--- src/rtl/axi_rd_pkg.sv ---
`default_nettype none

package axi_rd_pkg;

	// burst type INCR
	localparam logic [1:0] burst_incr = 2'b01;
	// 8 bytes per beat
	localparam logic [2:0] beat_size_8b = 3'd3;

	// read address channel, master to slave
	typedef struct packed {
		logic [31:0] addr;
		logic [7:0]  len;
		logic [2:0]  size;
		logic [1:0]  burst;
		logic        valid;
	} axi_ar_t;

	// read data channel, slave to master
	// resp travels along but the cache does not look at it
	typedef struct packed {
		logic [63:0] data;
		logic [1:0]  resp;
		logic        last;
		logic        valid;
	} axi_r_t;

endpackage

`default_nettype wire

--- src/rtl/cache_pkg.sv ---
`default_nettype none

package cache_pkg;

	// geometry of the instruction cache
	localparam int num_sets       = 16;
	localparam int line_bytes     = 64;
	localparam int beats_per_line = 8;
	localparam int tag_w          = 22;
	localparam int idx_w          = 4;

	// lookup view of a fetch address
	// row picks one 128-bit row of the line, word one instruction in it
	typedef struct packed {
		logic [tag_w-1:0] tag;
		logic [idx_w-1:0] index;
		logic [1:0]       row;
		logic [1:0]       word;
		logic [1:0]       byte_off;
	} fetch_fields_t;

	// one address word, read as raw byte address or as lookup fields
	typedef union packed {
		logic [31:0]   raw;
		fetch_fields_t fld;
	} fetch_addr_u;

	// request from the fetch stage
	typedef struct packed {
		logic        valid;
		fetch_addr_u addr;
	} fetch_req_t;

	// one-cycle response pulse towards decode
	typedef struct packed {
		logic        valid;
		logic [31:0] inst;
	} fetch_rsp_t;

	// store address seen by the core, used to drop stale lines
	typedef struct packed {
		logic        valid;
		fetch_addr_u addr;
	} inval_req_t;

endpackage

`default_nettype wire

--- src/rtl/icache_refill_ctrl.sv ---
`timescale 1ns/1ps
`default_nettype none

module icache_refill_ctrl #(
	parameter int num_ways = 4
) (
	input  logic                   clk,
	input  logic                   rst,
	input  cache_pkg::fetch_req_t  req,
	input  logic [num_ways-1:0]    hit_way,
	output axi_rd_pkg::axi_ar_t    ar,
	input  logic                   arready,
	input  axi_rd_pkg::axi_r_t     r,
	output logic                   rready,
	output logic                   idle,
	output logic                   fill_en,
	output logic [num_ways-1:0]    fill_way,
	output cache_pkg::fetch_addr_u fill_addr,
	output logic                   beat_en,
	output logic [2:0]             beat_num,
	output logic [63:0]            beat_data
);
	import cache_pkg::*;
	import axi_rd_pkg::*;

	// byte offset bits inside a line
	localparam int off_w = $clog2(line_bytes);

	typedef enum logic {
		st_idle,
		st_refill
	} state_t;

	state_t state_q;
	state_t state_d;
	logic   miss;
	logic   ar_hs;
	logic   r_hs;
	// one-hot victim pointer
	logic [num_ways-1:0] victim_q;
	logic [num_ways-1:0] fill_way_q;
	fetch_addr_u         miss_addr_q;
	logic [2:0]          beat_cnt_q;

	assign idle  = (state_q == st_idle);
	assign miss  = idle && req.valid && (hit_way == '0);
	assign ar_hs = miss && arready;
	// cache never stalls read data
	assign rready = 1'b1;
	assign r_hs   = (state_q == st_refill) && r.valid && rready;

	// line burst request, raised in the cycle of the miss
	always_comb begin
		ar.valid = miss;
		ar.addr  = {req.addr.raw[31:off_w], {off_w{1'b0}}};
		ar.len   = 8'(beats_per_line - 1);
		ar.size  = beat_size_8b;
		ar.burst = burst_incr;
	end

	always_comb begin
		state_d = state_q;
		case (state_q)
			st_idle: begin
				if (ar_hs) begin
					state_d = st_refill;
				end
			end
			st_refill: begin
				// back to lookup after the last beat
				if (r_hs && r.last) begin
					state_d = st_idle;
				end
			end
			default: begin
				state_d = st_idle;
			end
		endcase
	end

	always_ff @(posedge clk) begin
		if (rst) begin
			state_q    <= st_idle;
			victim_q   <= num_ways'(1);
			beat_cnt_q <= '0;
		end else begin
			state_q <= state_d;
			// rotate on each idle cycle, looks random from outside
			if (idle) begin
				victim_q <= (victim_q << 1) | (victim_q >> (num_ways - 1));
			end
			if (ar_hs) begin
				beat_cnt_q <= '0;
			end else if (r_hs) begin
				beat_cnt_q <= beat_cnt_q + 3'd1;
			end
		end
	end

	// miss address and way held for the whole burst
	always_ff @(posedge clk) begin
		if (ar_hs) begin
			miss_addr_q <= req.addr;
			fill_way_q  <= victim_q;
		end
	end

	assign beat_en   = r_hs;
	assign beat_num  = beat_cnt_q;
	assign beat_data = r.data;
	// tag and valid written with the final beat
	assign fill_en   = r_hs && r.last;
	assign fill_way  = fill_way_q;
	assign fill_addr = miss_addr_q;

endmodule

`default_nettype wire

--- config.mk ---
export PLATFORM = sky130hd
export DESIGN_NAME = icache_refill_ctrl
export DESIGN_NICKNAME = d
export VERILOG_FILES = /design/src/rtl/axi_rd_pkg.sv /design/src/rtl/cache_pkg.sv /design/src/rtl/icache_refill_ctrl.sv
export SDC_FILE = /design/constraint.sdc
export NUM_CORES = 1
export LEC_CHECK = 0
export BUFFER_PORTS_ARGS = -buffer_cell sky130_fd_sc_hd__buf_4
export CAP_MARGIN = 20
export CORE_AREA = 5 5 99 101
export DETAILED_ROUTE_END_ITERATION = 7
export DIE_AREA = 0 0 104 106
export HOLD_SLACK_MARGIN = 0.12
export PLACE_DENSITY = 0.75
export SYNTH_ARGS = -nofsm -noshare
export SYNTH_HDL_FRONTEND = slang
export SYNTH_SLANG_ARGS = --single-unit
--- constraint.sdc ---
create_clock -name clk -period 1.65 [get_ports clk]
set_input_delay 0.33 -clock clk [delete_from_list [all_inputs] [get_ports clk]]
set_output_delay 0.33 -clock clk [all_outputs]
set_load 0.01 [all_outputs]
After elaboration in Yosys (flattened, before gate mapping)

Index checks and enable logic that the tools add are counted.

Reduce and logical (&&, ||, !) cells: 7
Eq/ne operators: 0
Bitwise logic cells: 2
Div/mod/pow operators: 0
Order comparisons: 0
$add $sub $neg: 1
$mul: 0
Mux-type cells: 3
Shift-type cells: 0

Operators by type and width:

| cell                                         | count |
|---|---|
| logical AND 1 bit                            | 5 |
| zero test 4 bit                              | 1 |
| OR 4 x 1 -> 4 bit                            | 1 |
| adder 3 x 1 -> 3 bit (second input constant) | 1 |
| two-way mux 1 bit                            | 2 |
| case mux 1 bit (2 select lines)              | 1 |
| OR reduction 2 bit                           | 1 |
| NOT 1 bit                                    | 1 |

Bits in read-only memories: 0
Memory bits (writable): 0
Memories kept: 0
Input port bits: 108
Bits in registers: 44
Bits in latches: 0
Output and inout bits: 153

Longest topological paths before layout

Word-level depth: 6
Gate-level depth with buffers: 5
Gate-level depth less buffers: 4

Worst setup path before layout

No wires, ideal clock.

Path type: reg-to-reg
From: register state_q
To: register miss_addr_q, in the netlist fill_addr[0] (enable)
Slack: 197 ps
Arrival time: 1,123 ps
Clock period less this slack: 1,453 ps
Required time: 1,320 ps
Setup time: 330 ps
Cell stages (with the launch flop): 5
Cell sequence: dfxtp_1 > buf_6 > nor4b_4 > and3_1 > buf_6

Cells in the longest elaborated chain, start to end: 4

Ends and longest elaborated chain:

| item                            | line                      | RTL |
|---|---|---|
| start: declaration              | icache_refill_ctrl.sv:34  | `state_t state_q;` |
| start signal: assignment        | icache_refill_ctrl.sv:83  | `state_q <= st_idle;` |
| start signal: assignment        | icache_refill_ctrl.sv:87  | `state_q <= state_d;` |
| NOT 1 bit                       | icache_refill_ctrl.sv:45  | `assign idle = (state_q == st_idle);` |
| logical AND 1 bit (2 in series) | icache_refill_ctrl.sv:46  | `assign miss = idle && req.valid && (hit_way == '0);` |
| logical AND 1 bit               | icache_refill_ctrl.sv:47  | `assign ar_hs = miss && arready;` |
| net ar_hs                       | icache_refill_ctrl.sv:37  | `logic ar_hs;` |
| end signal: assignment          | icache_refill_ctrl.sv:103 | `miss_addr_q <= req.addr;` |
| end: declaration                | icache_refill_ctrl.sv:42  | `fetch_addr_u miss_addr_q;` |

The timed path passes the listed nets, and every way through them passes these cells.
A chain may end at the register's enable or synchronous reset.

==> results.ini <==
[run_status]
outcome = complete, no violations

[place]
pre_cts_ws_ns = 0.150
dp_hpwl_um = 4820
gp_congestion = 0.731
io_buffers = 110

[synthesis]
synth_cells = 186
synth-async-reset-ratio_pct = 0
yosys_register_bits = 44
yosysMostFrequentCell = buf_4
yosys.area.top_type_share_pct = 46.9
synth-edff-count = 36
synthTopCellsByCount = buf_4 (111), edfxtp_1 (36), dfxtp_1 (8)
syn_area_um2 = 2300
yosys_warnings = 0
yosys-top-cells-area = edfxtp_1 (47%), buf_4 (36%), dfxtp_1 (7.0%)
synth_top_cell_by_area = edfxtp_1
synth_cell_types = 22
synth-seq-area-share_pct = 53.9
synthFlopType = edfxtp_1
syn_area_per_cell_um2 = 12.4

[cts]
hold_buffers = 0
clk_pin_slew_ns = 0.08
root_buffer = clkbuf_8
post_cts_buffers = 0
cts.sinks = 44
cts_resized = 0
insertion_delay_ns = 0.29
cts-htree-levels = 2
cts_buffers = 5
clk_path_buf_depth = 2
tritoncts = yes

[timing]
finalHoldViolCount = 0
min_period_ns = 1.53
fmax_mhz = 653
rsz0062_at_grt = false
setup_viol = 0
clock_skew_ns = 0.00622
final.period_utilization_pct = 92.8
finalSetupTns_ns = 0
worst_slack_ns = 0.119
drv_slew = 0

[worst_setup_path]
cp-end-kind = primary output
worstPathMaxFanout = 2
setup.worst_path.start_class = flip-flop
worstSetupPathType = reg -> out
critical_path_arrival_ns = 1.20
cp_data_required_time_ns = 1.32

[drt]
detail-route-antenna-nets = 0
first_pass_iters = 4
drt-wirelength-per-cell_um = 17.6
wl_um = 5660
drt_iter0_drc = 45
vias_per_cell = 3.79
drc = 0
num_vias = 1215

[power_and_ir_drop]
p_clk_share_pct = 30.7
pwr-share-seq_pct = 59.1
p_int_mw = 1.62
leakagePower_nw = 1.14
comb_power_share_pct = 10.2
ir_worst_vdd_uv = 264
power_switching_uw = 437
power_density_nw_per_um2 = 795
p_sw_share_pct = 21.2

[grt]
grt_pass1_wl_um = 7780
grt_use_total_pct = 9.38
grt_pass1_vias = 1171
grt-ovfl-total = 0
antenna_found_initial = 0
grt_max_degree = 41

[floorplanning]
core_area_um2 = 8930
dieArea_um2 = 11000
die_h_um = 106
die_x_um = 104
core.rowCount = 35
initial_utilization_pct = 25.8
io_pins = 261

[finish]
drive_gt1_share_pct = 59.0
syn_to_final_growth_pct = 12.4
fill_cells = 909
diodes = 0
nets = 318

[worst_hold_path]
hold_path.class = in -> reg

[job]
maxCapViolations = 0

==> critical path, stage by stage, from the launching register on <==
cell and delay, ns:
dfxtp_1 0.34, nor4b_4 0.28, and2_2 0.18, buf_4 0.11
==> state kept, by name (all words and copies together), names as in the netlist <==
signal and cells:
state_q 1, fill_addr 32, victim_q 4, fill_way 4, beat_num 3
==> layer usage <==
metal / vias to the layer above / track usage (%) / wire length (um)
met2: 123 / 18.0 / 3150
met5: - / 0 / 0
met1: 538 / 6.40 / 1280
li1: 525 / - / -
met3: 29 / 5.89 / 942
met4: 0 / 6.29 / 293
==> power by group through the flow <==
stage	combinational [mW]	clock, mW	sequential, mW
global route	0.227	0.702	1.22
CTS	0.213	0.666	1.22
floorplan	0.299	0	1.24
finish	0.211	0.631	1.22
global placement	0.208	0	1.24
detailed placement	0.213	0	1.24
==> final timing paths <==
check	startpoint	to	slack, ns	depth (start not counted)
worst max-delay path	state_q	ar[0]	0.12	3
worst min-delay path	req[5]	fill_addr[5]	0.21	1
worst max register to register	state_q	fill_addr[31]	0.24	3
worst min register to register	victim_q[1]	fill_way[1]	0.47	0
==> area by class of cell <==
type,count,area [um^2],area share (%)
sequential,44,1240,47.9
timing repair buffer,112,853,33.0
multi-input combinational,44,264,10.2
tap,111,139,5.36
clock buffer,6,72.6,2.80
clock inverter,2,11.3,0.435
inverter,2,7.51,0.290
==> cells by family (layout without fill, tap and decap cells) <==
family          after synthesis  count (layout)  share of synthesized area (%)
compound gates                3               3                           1.09
xor+xnor                      2               2                          0.761
fa+ha+maj                     1               1                          0.543
buf+inv                     116             122                           37.6
flops                        44              44                           53.9
mux                           4               4                           1.74
other cells                   2              20                          0.326
simple gates                 14              14                           4.02
==> layout by cell type, fill, tap and decap left out, types with 2 or more instances in the layout <==
cell type / count
nor2_1: 4
nor3_1: 3
inv_1: 2
clkbuf_8: 5
xor2_1: 2
mux2i_1: 4
edfxtp_1: 36
conb_1: 20
dfxtp_1: 8
and3_2: 2
buf_4: 111
==> metrics by stage <==
step | std cells | area (um^2) | utilization, % | power [mW] | hold WS [ns]
after global placement | 313 | 2500 | 28.0 | 1.45 | 0.438
after global routing | 321 | 2590 | 29.0 | 2.15 | 0.200
after CTS | 321 | 2590 | 29.0 | 2.10 | 0.202
final | 321 | 2590 | 29.0 | 2.06 | 0.214
after floorplan | 204 | 2370 | - | 1.54 | 0.423
after detailed placement | 313 | 2500 | 28.0 | 1.45 | 0.446
Note: power is estimated with default switching activity, not from simulation.
